**src/include/pocket_defines.svh**
```systemverilog
/*
 * pocket core constants
 * video frame geometry, status box layout, I2S divider widths
 * and APB register offsets
 */

`ifndef POCKET_DEFINES_SVH
`define POCKET_DEFINES_SVH

//////////////////////
// video geometry
//////////////////////

// 400 clocks per line, 320 visible
`define H_TOTAL   400
`define H_BPORCH  10
`define H_ACTIVE  320

// 512 lines per frame, 240 visible
`define V_TOTAL   512
`define V_BPORCH  10
`define V_ACTIVE  240

// hsync a few clocks after vsync, never on the same cycle
`define HS_X      3

//////////////////////
// status boxes
//////////////////////

`define BOX_W     20
`define BOX_H     20
`define BOX_COUNT 5

//////////////////////
// audio
//////////////////////

// mclk / 4 gives sclk
`define SCLK_DIV_BITS 2
// 32 sclk per channel
`define LRCK_BITS     5

// apb register map
`define REG_STATUS 8'h0
`define REG_FRAME  8'h4

`endif
```
**src/logic/pocket_pkg.sv**
```systemverilog
/*
 * pocket core types
 * vector typedefs, the status / video position / APB structs
 * and the APB response encoding
 */

`default_nettype none

package pocket_pkg;

    // pixel or line coordinate
    typedef logic [9:0]  coord_t;
    // frames started since reset
    typedef logic [15:0] frame_cnt_t;
    // red in the upper byte
    typedef logic [23:0] rgb_t;

    typedef logic [7:0]  apb_addr_t;
    typedef logic [31:0] apb_data_t;

    // pslverr encoding
    typedef enum logic {
        RESP_OKAY   = 1'b0,
        RESP_SLVERR = 1'b1
    } apb_resp_e;

    // status bits, msb first
    typedef struct packed {
        logic error;
        logic blink;
        logic red;
        logic green;
        logic blue;
    } status_t;

    // one position sample from the timing generator
    typedef struct packed {
        coord_t vis_x;
        coord_t vis_y;
        logic   active;
        logic   hsync;
        logic   vsync;
    } video_pos_t;

    typedef struct packed {
        logic      sel;
        logic      enable;
        logic      write;
        apb_addr_t addr;
        apb_data_t wdata;
    } apb_req_t;

    typedef struct packed {
        logic      ready;
        apb_resp_e slverr;
        apb_data_t rdata;
    } apb_rsp_t;

endpackage

`default_nettype wire

```
**src/logic/pocket_core.sv**
```systemverilog
/*
 * pocket core top level
 * APB status registers, video timing, status overlay and
 * I2S silence framer, all on the 12.288 MHz mclk
 */

`timescale 1ns/1ps
`default_nettype none

module pocket_core (
    input  wire                       audgen_mclk,
    input  wire                       reset_n,

    // register access
    input  wire pocket_pkg::apb_req_t apb_req,
    output pocket_pkg::apb_rsp_t      apb_rsp,

    // video to the scaler
    output pocket_pkg::rgb_t          video_rgb,
    output logic                      video_de,
    output logic                      video_hs,
    output logic                      video_vs,

    // audio
    output logic                      audio_mclk,
    output logic                      audio_sclk,
    output logic                      audio_lrck,
    output logic                      audio_dac
);

    import pocket_pkg::*;

    status_t    status;
    video_pos_t pos;
    frame_cnt_t frame_count;

    //////////////////////
    // control
    //////////////////////

    status_regs u_status_regs (
        .audgen_mclk (audgen_mclk),
        .reset_n     (reset_n),
        .apb_req     (apb_req),
        .apb_rsp     (apb_rsp),
        .frame_count (frame_count),
        .status      (status)
    );

    //////////////////////
    // video
    //////////////////////

    video_timing u_video_timing (
        .audgen_mclk (audgen_mclk),
        .reset_n     (reset_n),
        .pos         (pos),
        .frame_count (frame_count)
    );

    status_overlay u_status_overlay (
        .audgen_mclk (audgen_mclk),
        .reset_n     (reset_n),
        .pos         (pos),
        .status      (status),
        .video_rgb   (video_rgb),
        .video_de    (video_de),
        .video_hs    (video_hs),
        .video_vs    (video_vs)
    );

    //////////////////////
    // audio
    //////////////////////

    i2s_framer u_i2s_framer (
        .audgen_mclk (audgen_mclk),
        .reset_n     (reset_n),
        .audio_sclk  (audio_sclk),
        .audio_lrck  (audio_lrck)
    );

    // mclk goes straight out to the codec
    assign audio_mclk = audgen_mclk;
    // silent stream
    assign audio_dac  = 1'b0;

endmodule

`default_nettype wire

```
**src/logic/i2s_framer.sv**
```systemverilog
/*
 * I2S silence framer
 * sclk = mclk / 4, word select every 32 sclk periods,
 * all clocked on mclk
 */

`timescale 1ns/1ps
`default_nettype none

`include "pocket_defines.svh"

module i2s_framer (
    input  wire  audgen_mclk,
    input  wire  reset_n,
    output logic audio_sclk,
    output logic audio_lrck
);

    logic [`SCLK_DIV_BITS-1:0] sclk_div;
    logic [`LRCK_BITS-1:0]     lrck_cnt;
    logic                      lrck_q;
    logic                      sclk_fall;

    // divider about to wrap, sclk drops on this edge
    assign sclk_fall = &sclk_div;

    always_ff @(posedge audgen_mclk or negedge reset_n) begin
        if (!reset_n) begin
            sclk_div <= '0;
            lrck_cnt <= '0;
            lrck_q   <= 1'b0;
        end else begin
            sclk_div <= sclk_div + 1'b1;
            // bit count per falling sclk
            if (sclk_fall) begin
                lrck_cnt <= lrck_cnt + 1'b1;
                // switch channels on wrap
                if (&lrck_cnt) begin
                    lrck_q <= ~lrck_q;
                end
            end
        end
    end

    // msb of the divider is the bit clock
    assign audio_sclk = sclk_div[`SCLK_DIV_BITS-1];
    assign audio_lrck = lrck_q;

    // word select moves with falling sclk only
    a_lrck_edge : assert property (
        @(posedge audgen_mclk) disable iff (!reset_n)
        $changed(audio_lrck) |-> $fell(audio_sclk)
    );

endmodule

`default_nettype wire

```
**src/logic/status_overlay.sv**
```systemverilog
/*
 * status box overlay
 * registers sync and data-enable, draws five coloured boxes
 * in the top-left corner from the status bits
 */

`timescale 1ns/1ps
`default_nettype none

`include "pocket_defines.svh"

module status_overlay (
    input  wire                         audgen_mclk,
    input  wire                         reset_n,
    input  wire pocket_pkg::video_pos_t pos,
    input  wire pocket_pkg::status_t    status,
    output pocket_pkg::rgb_t            video_rgb,
    output logic                        video_de,
    output logic                        video_hs,
    output logic                        video_vs
);

    import pocket_pkg::*;

    localparam int IDX_W = $clog2(`BOX_COUNT);

    logic             in_row;
    logic             box_hit;
    logic [IDX_W-1:0] box_idx;
    rgb_t             colour;

    //////////////////////
    // box select
    //////////////////////

    // edges inclusive, box 0 is 21 pixels wide
    assign in_row = (pos.vis_y <= coord_t'(`BOX_H));

    // lowest box whose right edge is not passed
    always_comb begin
        box_hit = 1'b0;
        box_idx = '0;
        for (int i = `BOX_COUNT - 1; i >= 0; i--) begin
            if (pos.vis_x <= coord_t'(`BOX_W * (i + 1))) begin
                box_hit = 1'b1;
                box_idx = IDX_W'(i);
            end
        end
    end

    always_comb begin
        colour = '0;
        if (in_row && box_hit) begin
            case (box_idx)
                0:       colour = status.red   ? 24'hFF0000 : '0;
                1:       colour = status.green ? 24'h00FF00 : '0;
                2:       colour = status.blue  ? 24'h0000FF : '0;
                3:       colour = status.blink ? 24'hFFFFFF : '0;
                4:       colour = status.error ? 24'h7F7F00 : '0;
                default: colour = '0;
            endcase
        end
    end

    //////////////////////
    // output register
    //////////////////////

    // one cycle behind pos, blanking is black
    always_ff @(posedge audgen_mclk or negedge reset_n) begin
        if (!reset_n) begin
            video_rgb <= '0;
            video_de  <= 1'b0;
            video_hs  <= 1'b0;
            video_vs  <= 1'b0;
        end else begin
            video_rgb <= pos.active ? colour : '0;
            video_de  <= pos.active;
            video_hs  <= pos.hsync;
            video_vs  <= pos.vsync;
        end
    end

endmodule

`default_nettype wire

```
**src/logic/video_timing.sv**
```systemverilog
/*
 * video timing generator
 * 400x512 raster at the mclk rate with 320x240 visible
 * sync flags, active window and frame counter
 */

`timescale 1ns/1ps
`default_nettype none

`include "pocket_defines.svh"

module video_timing (
    input  wire                      audgen_mclk,
    input  wire                      reset_n,
    output pocket_pkg::video_pos_t   pos,
    output pocket_pkg::frame_cnt_t   frame_count
);

    import pocket_pkg::*;

    localparam coord_t H_LAST    = coord_t'(`H_TOTAL - 1);
    localparam coord_t V_LAST    = coord_t'(`V_TOTAL - 1);
    localparam coord_t H_START   = coord_t'(`H_BPORCH);
    localparam coord_t V_START   = coord_t'(`V_BPORCH);
    localparam coord_t H_END     = coord_t'(`H_BPORCH + `H_ACTIVE);
    localparam coord_t V_END     = coord_t'(`V_BPORCH + `V_ACTIVE);
    localparam coord_t HS_POS    = coord_t'(`HS_X);

    coord_t     x_count;
    coord_t     y_count;
    frame_cnt_t frame_q;
    logic       frame_start;

    //////////////////////
    // raster counters
    //////////////////////

    assign frame_start = (x_count == '0) && (y_count == '0);

    always_ff @(posedge audgen_mclk or negedge reset_n) begin
        if (!reset_n) begin
            x_count <= '0;
            y_count <= '0;
            frame_q <= '0;
        end else begin
            if (x_count == H_LAST) begin
                x_count <= '0;
                // step to the next line and wrap at the bottom
                y_count <= (y_count == V_LAST) ? '0 : y_count + 1'b1;
            end else begin
                x_count <= x_count + 1'b1;
            end
            // counts on the edge that leaves 0,0
            if (frame_start) begin
                frame_q <= frame_q + 1'b1;
            end
        end
    end

    //////////////////////
    // position sample
    //////////////////////

    always_comb begin
        // vsync marks the new frame at 0,0
        pos.vsync  = frame_start;
        pos.hsync  = (x_count == HS_POS);
        pos.active = (x_count >= H_START) && (x_count < H_END) &&
                     (y_count >= V_START) && (y_count < V_END);
        // only meaningful when active
        pos.vis_x  = x_count - H_START;
        pos.vis_y  = y_count - V_START;
    end

    assign frame_count = frame_q;

    // x never reaches H_TOTAL
    a_x_wrap : assert property (
        @(posedge audgen_mclk) disable iff (!reset_n)
        x_count < coord_t'(`H_TOTAL)
    );

endmodule

`default_nettype wire

```
**src/logic/status_regs.sv**
```systemverilog
/*
 * status register block
 * APB slave, zero wait states; holds the five status bits
 * and reads back the frame counter
 */

`timescale 1ns/1ps
`default_nettype none

`include "pocket_defines.svh"

module status_regs (
    input  wire                    audgen_mclk,
    input  wire                    reset_n,
    input  wire pocket_pkg::apb_req_t apb_req,
    output pocket_pkg::apb_rsp_t   apb_rsp,
    input  wire pocket_pkg::frame_cnt_t frame_count,
    output pocket_pkg::status_t    status
);

    import pocket_pkg::*;

    logic      access;
    logic      hit_status;
    logic      hit_frame;
    logic      addr_hit;
    apb_data_t rd_value;
    status_t   status_q;

    //////////////////////
    // decode
    //////////////////////

    // access phase only, setup phase does nothing
    assign access     = apb_req.sel && apb_req.enable;
    assign hit_status = (apb_req.addr == `REG_STATUS);
    assign hit_frame  = (apb_req.addr == `REG_FRAME);
    assign addr_hit   = hit_status || hit_frame;

    // read mux, both registers zero-extended
    always_comb begin
        rd_value = '0;
        if (hit_status) begin
            rd_value[$bits(status_t)-1:0] = status_q;
        end else if (hit_frame) begin
            rd_value[$bits(frame_cnt_t)-1:0] = frame_count;
        end
    end

    //////////////////////
    // response
    //////////////////////

    // no wait states, everything low outside an access
    always_comb begin
        apb_rsp.ready  = access;
        apb_rsp.slverr = (access && !addr_hit) ? RESP_SLVERR : RESP_OKAY;
        apb_rsp.rdata  = (access && !apb_req.write) ? rd_value : '0;
    end

    //////////////////////
    // status register
    //////////////////////

    always_ff @(posedge audgen_mclk or negedge reset_n) begin
        if (!reset_n) begin
            status_q <= '0;
        end else if (access && apb_req.write && hit_status) begin
            // only the low five bits are kept
            status_q <= status_t'(apb_req.wdata[$bits(status_t)-1:0]);
        end
        // writes to the frame register fall through here, no error
    end

    assign status = status_q;

    // enable only follows a setup phase with sel already high
    a_apb_phase : assert property (
        @(posedge audgen_mclk) disable iff (!reset_n)
        apb_req.enable |-> (apb_req.sel && $past(apb_req.sel))
    );

endmodule

`default_nettype wire

```
**config.mk**
```make
export PLATFORM = sky130hd
export DESIGN_NAME = pocket_core
export DESIGN_NICKNAME = d
export VERILOG_FILES = /design/src/logic/pocket_pkg.sv /design/src/logic/pocket_core.sv /design/src/logic/i2s_framer.sv /design/src/logic/status_overlay.sv /design/src/logic/video_timing.sv /design/src/logic/status_regs.sv
export VERILOG_INCLUDE_DIRS = /design/src /design/src/include
export SDC_FILE = /design/constraint.sdc
export NUM_CORES = 1
export LEC_CHECK = 0
export ABC_AREA = 1
export BUFFER_PORTS_ARGS = -buffer_cell sky130_fd_sc_hd__buf_4
export CAP_MARGIN = 25
export CORE_ASPECT_RATIO = 0.8
export CORE_MARGIN = 1
export CORE_UTILIZATION = 49
export CTS_BUF_LIST = sky130_fd_sc_hd__clkbuf_16
export DETAILED_ROUTE_END_ITERATION = 10
export GPL_ROUTABILITY_DRIVEN = 0
export PLACE_DENSITY_LB_ADDON = 0.15
export SLEW_MARGIN = 20
export SYNTH_ARGS = -nofsm -noshare
export SYNTH_HDL_FRONTEND = slang
export SYNTH_HIERARCHICAL = 1
export SYNTH_SLANG_ARGS = --single-unit
export TNS_END_PERCENT = 30
```
**constraint.sdc**
```tcl
create_clock -name audgen_mclk -period 2.26 [get_ports audgen_mclk]
set_input_delay 0.113 -clock audgen_mclk [delete_from_list [all_inputs] [get_ports audgen_mclk]]
set_output_delay 0.113 -clock audgen_mclk [all_outputs]
set_load 0.1 [all_outputs]
```
==> results.json, run 1 <==
{
  "crit_chain": "inv_1, ha_1, o21ai_2, buf_4, nor2_1, xor2_1, inv_1, nand3_2, a21oi_4, inv_2, nand2_2, nand4_2, a21oi_1",
  "grt_use_total": 0.222,
  "status": "complete, no violations",
  "avgSynthCellArea_um2": 7.10,
  "dp_hpwl_um": 6870,
  "hold_path_depth": 6,
  "irDropWorstVdd_uv": 390,
  "vias": 3797,
  "grt_start_max_net_pins": 58,
  "crit_path_end_kind": "register",
  "finalNetCount": 716,
  "first_iter_violations": 183,
  "critPathArrivalTime_ps": 2420,
  "cp_slowest_stage_delay_ps": 350,
  "post-cts-setup-buffers": 0,
  "cts_tree": "yes",
  "slowest_stage": "dfrtp_1",
  "synth_warnings": 6,
  "synth_cells": 602,
  "antenna_found_initial": 0,
  "reg2reg_depth": 13,
  "worst_ep_required_time_ps": 2620,
  "ys_seq_area_frac": 0.334,
  "port_buffers": 65,
  "grt_pass1_wl_um": 15800,
  "drc_errors": 0,
  "hold_viol": 0,
  "p_leak_nw": 2.58,
  "synth_edf_count": 0,
  "num_rows": 30,
  "drive_above_1_share": 0.217,
  "r2r-end": "u_status_overlay/video_rgb[23]",
  "placed_cells_incl_taps": 750,
  "start_util": 0.504,
  "yosys-top-cells-area": "dfrtp_1 33%, nand2_1 16%, buf_4 7.2%, nor2_1 5.8%, inv_1 5.7%",
  "final_cells": 775,
  "die_w_um": 106,
  "min_from": "apb_req[32]",
  "ios": 110,
  "insertion_delay_ps": 440,
  "path_class": "reg -> reg",
  "ant_nets": 0,
  "dr.pass1.iters": 5,
  "n_antenna_cell": 0,
  "coreArea_um2": 8480,
  "placed_area_um2": 4610,
  "fp.dieArea_um2": 9110,
  "setup-violations-final": 0,
  "synth.most_common_cell": "nand2_1",
  "synth_ff_type": "dfrtp_1",
  "crit_path_frequent_cell": "inv_1",
  "max-slew-margin-rel": 0.512,
  "critPathMaxFanout": 5,
  "startpoint_type": "register",
  "fin_worst_skew_ps": 6.59,
  "fmax_mhz": 484,
  "hold_path_end": "u_status_regs/status[2]",
  "totalWireLength_um": 9390,
  "grt_pass1_vias": 3529,
  "clk_pin_slew_ps": 50,
  "viasPerCell": 4.90,
  "routedWlPerCell_um": 12.1,
  "tightest_slew_ps": 732,
  "synth_cell_type_count": 34,
  "area_delta_synth_final_pct": 19.9,
  "period_share": 0.913,
  "min_path_type": "in -> reg",
  "rrSetupSlack_ps": 200,
  "powerDensity_nw_per_um2": 620,
  "synthArstFlopShare": 1.00,
  "regToRegStartpoint": "u_video_timing/x_count[1]",
  "yosysTopAreaCell": "dfrtp_1",
  "slew_viol_final": 0,
  "synth.top_cell.area_share": 0.334,
  "fin_crit_ps": 2060,
  "grt-ovfl-total": 0,
  "ys_ff_latch": 57,
  "netlist_top_cells_count": "179 x nand2_1, 66 x nor2_1, 65 x inv_1, 57 x dfrtp_1, 41 x buf_4",
  "final_cell_area_um2": 5130,
  "maxCapViolCount": 0,
  "syn-cell-area_um2": 4280,
  "die_height_um": 85.6
}
[power breakdown]
part	total, W	internal, W	switching [W]
clock	0.00194	0.00131	0.000628
sequential	0.00103	0.00102	0.00000132
combinational	0.000214	0.0000337	0.000180
[flip-flops by register name, summed over array words and instances (netlist names)]
register and cells:
u_video_timing/x_count 10, u_i2s_framer/lrck_cnt 5, u_video_timing/frame_count 16, u_status_regs/status 5
u_status_overlay/video_rgb 5, u_video_timing/y_count 10, u_status_overlay/video_hs 1, u_status_overlay/video_vs 1
u_i2s_framer/audio_lrck 1, u_i2s_framer/sclk_div 2, u_status_overlay/video_de 1
[cell type report]
| class | count | area, um2 |
|---|---|---|
| fillers | 752 | 3350 |
| multi-input cells | 439 | 2290 |
| flip-flops and latches | 57 | 1430 |
| repair buffers | 77 | 593 |
| clock buffers | 13 | 308 |
| inverters | 70 | 264 |
| well taps | 112 | 140 |
| clock inverters | 7 | 110 |
[placed cells by master (no fill, tap or decap), types with 2 or more instances in the layout]
cell type	netlist	routed
buf_4	41	72
clkbuf_16	0	12
bufinv_16	0	3
a21oi_2	2	3
dfrtp_1	57	57
ha_1	13	12
a21oi_1	10	9
dlygate4sd3_1	0	6
inv_1	65	66
nand2_1	179	179
nand4_1	8	8
nand2_2	10	10
nor2_1	66	66
nor2_4	6	6
conb_1	2	17
nor3_2	0	3
nor3_1	10	7
xor2_1	19	18
xnor2_1	9	9
inv_2	4	4
o21ai_0	21	20
nand3_1	37	37
clkinv_2	1	2
nor2_2	15	15
nand3_2	4	4
o21ai_1	2	2
[repair_timing]
action                                 4_1_cts  5_1_grt
setup endpoints to repair                    0        5
endpoints found under the hold margin       62        0
resized for setup                            0       10
hold buffers                                 6        0
[worst max-delay path, delay by kind of cell (launching register included)]
kind            cells  cell delay (ps)
compound gates      3              530
buf+inv             4              390
simple gates        4              370
flops               1              350
fa+ha+maj           1              220
xor+xnor            1              130
[routing by layer]
layer,up-vias,share of wire,track usage
li1,1914,-,-
met1,1759,0.47,0.287
met2,113,0.46,0.353
met3,11,0.060,0.0616
met4,0,0.010,0.0922
met5,-,0,0
[per-stage QoR]
stage / TNS [ps] / utilization / power (W) / setup slack [ps] / hold WS [ps]
after detailed placement: 0 / 0.544 / 0.00142 / 66.8 / 226
after global placement: 0 / 0.544 / 0.00142 / 167 / 223
after floorplan: 0 / - / 0.00139 / 62.6 / -183
final: 0 / 0.605 / 0.00318 / 196 / 121
after CTS: 0 / 0.599 / 0.00322 / 42.1 / 108
after global routing: -88.2 / 0.605 / 0.00329 / -31.6 / 140
[worst max-delay path by stage]
stage	start	endpoint	slack (ps)
after global routing	u_video_timing/y_count[1]	u_status_overlay/video_rgb[23]	-30
final	u_video_timing/x_count[1]	u_status_overlay/video_rgb[23]	200
after global placement	u_video_timing/x_count[1]	u_status_overlay/video_rgb[22]	170
after detailed placement	u_video_timing/y_count[1]	u_status_overlay/video_rgb[22]	70
after floorplan	apb_req[39]	apb_rsp[3]	60
after CTS	u_video_timing/y_count[1]	u_status_overlay/video_rgb[22]	40
[cell families after synthesis]
| kind of cell | synth area share |
|---|---|
| compound gates | 0.0500 |
| flops | 0.334 |
| buf+inv | 0.157 |
| xor+xnor | 0.0573 |
| fa+ha+maj | 0.0380 |
| simple gates | 0.362 |
| other cells | 0.00176 |
Power figures use the tool's default switching activity.
==> run 2, diff against run 1 <==
--- a/config.mk
+++ b/config.mk
@@ -11,11 +11,12 @@
 export CAP_MARGIN = 25
 export CORE_ASPECT_RATIO = 0.8
 export CORE_MARGIN = 1
-export CORE_UTILIZATION = 49
-export CTS_BUF_LIST = sky130_fd_sc_hd__clkbuf_16
+export CORE_UTILIZATION = 47
+export CTS_BUF_LIST = sky130_fd_sc_hd__clkbuf_8 sky130_fd_sc_hd__clkbuf_16
 export DETAILED_ROUTE_END_ITERATION = 10
 export GPL_ROUTABILITY_DRIVEN = 0
 export PLACE_DENSITY_LB_ADDON = 0.15
+export SETUP_SLACK_MARGIN = 0.05
 export SLEW_MARGIN = 20
 export SYNTH_ARGS = -nofsm -noshare
 export SYNTH_HDL_FRONTEND = slang
==> run 2 against run 1 <==
Net effect:
- setup slack improved by 6.7 ps
- via count increased by 0.29%
- first-iteration DRC count increased by 2.7%
- register-to-register slack about the same
- critical path depth decreased by 2
- cell count increased by 0.39%
- maximum frequency increased by 0.33%
- sequential cell count unchanged
- sequential share of layout area increased by 0.15 points
- clock power decreased by 13%
- die area increased by 4.2%
- largest cell class unchanged
- largest power group unchanged
- highest routed layer unchanged
==> results.json, run 2 (synthesis gave the netlist of run 1 again) <==
{
  "status": "complete, no violations",
  "die_w_um": 109,
  "finalNetCount": 719,
  "reg2reg_depth": 11,
  "grt-ovfl-total": 0,
  "fin_ws_ps": 202,
  "critPathArrivalTime_ps": 2430,
  "rrSetupSlack_ps": 200,
  "routedWlPerCell_um": 11.9,
  "grt_pass1_wl_um": 15200,
  "multi_input_area_um2": 2300,
  "viasPerCell": 4.89,
  "nFillCells": 820,
  "totalWireLength_um": 9270,
  "maxCapViolCount": 0,
  "p_leak_nw": 2.57,
  "grt_use_total": 0.208,
  "final_util": 0.589,
  "fin_crit_ps": 2060,
  "r2r-end": "u_status_overlay/video_rgb[14]",
  "max-slew-margin-rel": 0.511,
  "startpoint_type": "register",
  "drive_above_1_share": 0.228,
  "start_util": 0.493,
  "fin_worst_skew_ps": 9.59,
  "grt_pass1_vias": 3335,
  "tightest_slew_ps": 734,
  "hold_path_depth": 6,
  "fmax_mhz": 486,
  "dp_hpwl_um": 6610,
  "min_from": "apb_req[32]",
  "vias": 3808,
  "regArea_um2": 1430,
  "setup-violations-final": 0,
  "coreArea_um2": 8670,
  "irDropWorstVdd_uv": 913,
  "n_antenna_cell": 0,
  "die_height_um": 87.3,
  "setup_tns_ps": 0,
  "rsz0062_at_grt": "no",
  "min_path_type": "in -> reg",
  "ios": 110,
  "powerDensity_nw_per_um2": 573,
  "port_buffers": 65,
  "cts_tree": "yes",
  "crit_path_end_kind": "register",
  "worst_ep_required_time_ps": 2630,
  "clk_pin_slew_ps": 50,
  "fp.dieArea_um2": 9490,
  "insertion_delay_ps": 450,
  "drc_errors": 0,
  "final_cell_mix": "179 x nand2_1, 75 x buf_4, 66 x inv_1, 66 x nor2_1, 55 x dfrtp_1",
  "place_ws_ps": 130,
  "first_iter_violations": 188,
  "period_share": 0.910,
  "largest_reg_flops": 16,
  "area_delta_synth_final_pct": 19.5,
  "final_common_cell": "nand2_1",
  "slew_viol_final": 0,
  "antenna_found_initial": 0,
  "dr.pass1.iters": 4,
  "hold_viol": 0,
  "num_rows": 30,
  "hold_path_end": "u_status_regs/status[0]",
  "critPathMaxFanout": 5,
  "finalPower_w": 0.00293,
  "path_class": "reg -> reg",
  "ant_nets": 0,
  "regToRegStartpoint": "u_video_timing/y_count[1]",
  "grt_start_max_net_pins": 58
}
[run 2: report_power, final]
part           switching (W)  internal (W)
sequential        0.00000153       0.00102
clock               0.000653       0.00103
combinational       0.000180     0.0000336
total               0.000835       0.00209
[run 2: per-stage QoR]
step | hold slack (ps) | instances | instance area [um2]
2_1_floorplan | -183 | 617 | 4340
6_report | 124 | 778 | 5110
5_1_grt | 157 | 778 | 5110
3_5_place_dp | 238 | 751 | 4620
3_3_place_gp | 229 | 751 | 4620
4_1_cts | 105 | 776 | 5030
[run 2: worst max-delay path: stages (launching register included)]
cell and delay (ps):
dfrtp_2 440, inv_2 100, ha_4 140, nor2_1 50, nor2_1 150, buf_4 130
nand2_1 50, xor2_1 140, nor3_1 200, nor3b_4 260, nand4_4 180, a21oi_2 140
[run 2: layout make-up]
| type | count | share of cell area |
|---|---|---|
| clock inverter | 5 | 0.00465 |
| inverter | 70 | 0.0517 |
| clock buffer | 15 | 0.0656 |
| tap | 112 | 0.0274 |
| timing repair buffer | 80 | 0.120 |
| multi-input combinational | 439 | 0.451 |
| sequential | 57 | 0.280 |
[run 2: how the worst max path moves through the flow]
stage / start / to / slack [ps]
floorplan: apb_req[39] / apb_rsp[3] / 60
global placement: u_video_timing/y_count[1] / u_status_overlay/video_rgb[7] / 150
detailed placement: u_video_timing/y_count[1] / u_status_overlay/video_rgb[7] / 130
CTS: u_video_timing/y_count[1] / u_status_overlay/video_rgb[7] / 110
global route: u_video_timing/y_count[1] / u_status_overlay/video_rgb[14] / 20
finish: u_video_timing/y_count[1] / u_status_overlay/video_rgb[14] / 200
[run 2: routing by layer]
| metal | part of all wire | wire length [um] | track usage | up-vias |
|---|---|---|---|---|
| li1 | - | - | - | 1931 |
| met2 | 0.45 | 4190 | 0.316 | 112 |
| met1 | 0.48 | 4440 | 0.279 | 1753 |
| met3 | 0.057 | 526 | 0.0576 | 12 |
| met5 | 0 | 0 | 0 | - |
| met4 | 0.013 | 116 | 0.0835 | 0 |
[run 2: timing repair]
item,4_1_cts,5_1_grt
gates resized for setup,0,17
hold buffers,6,0
endpoints found under the hold margin,62,0
setup endpoints to repair,0,5
setup buffers,0,2
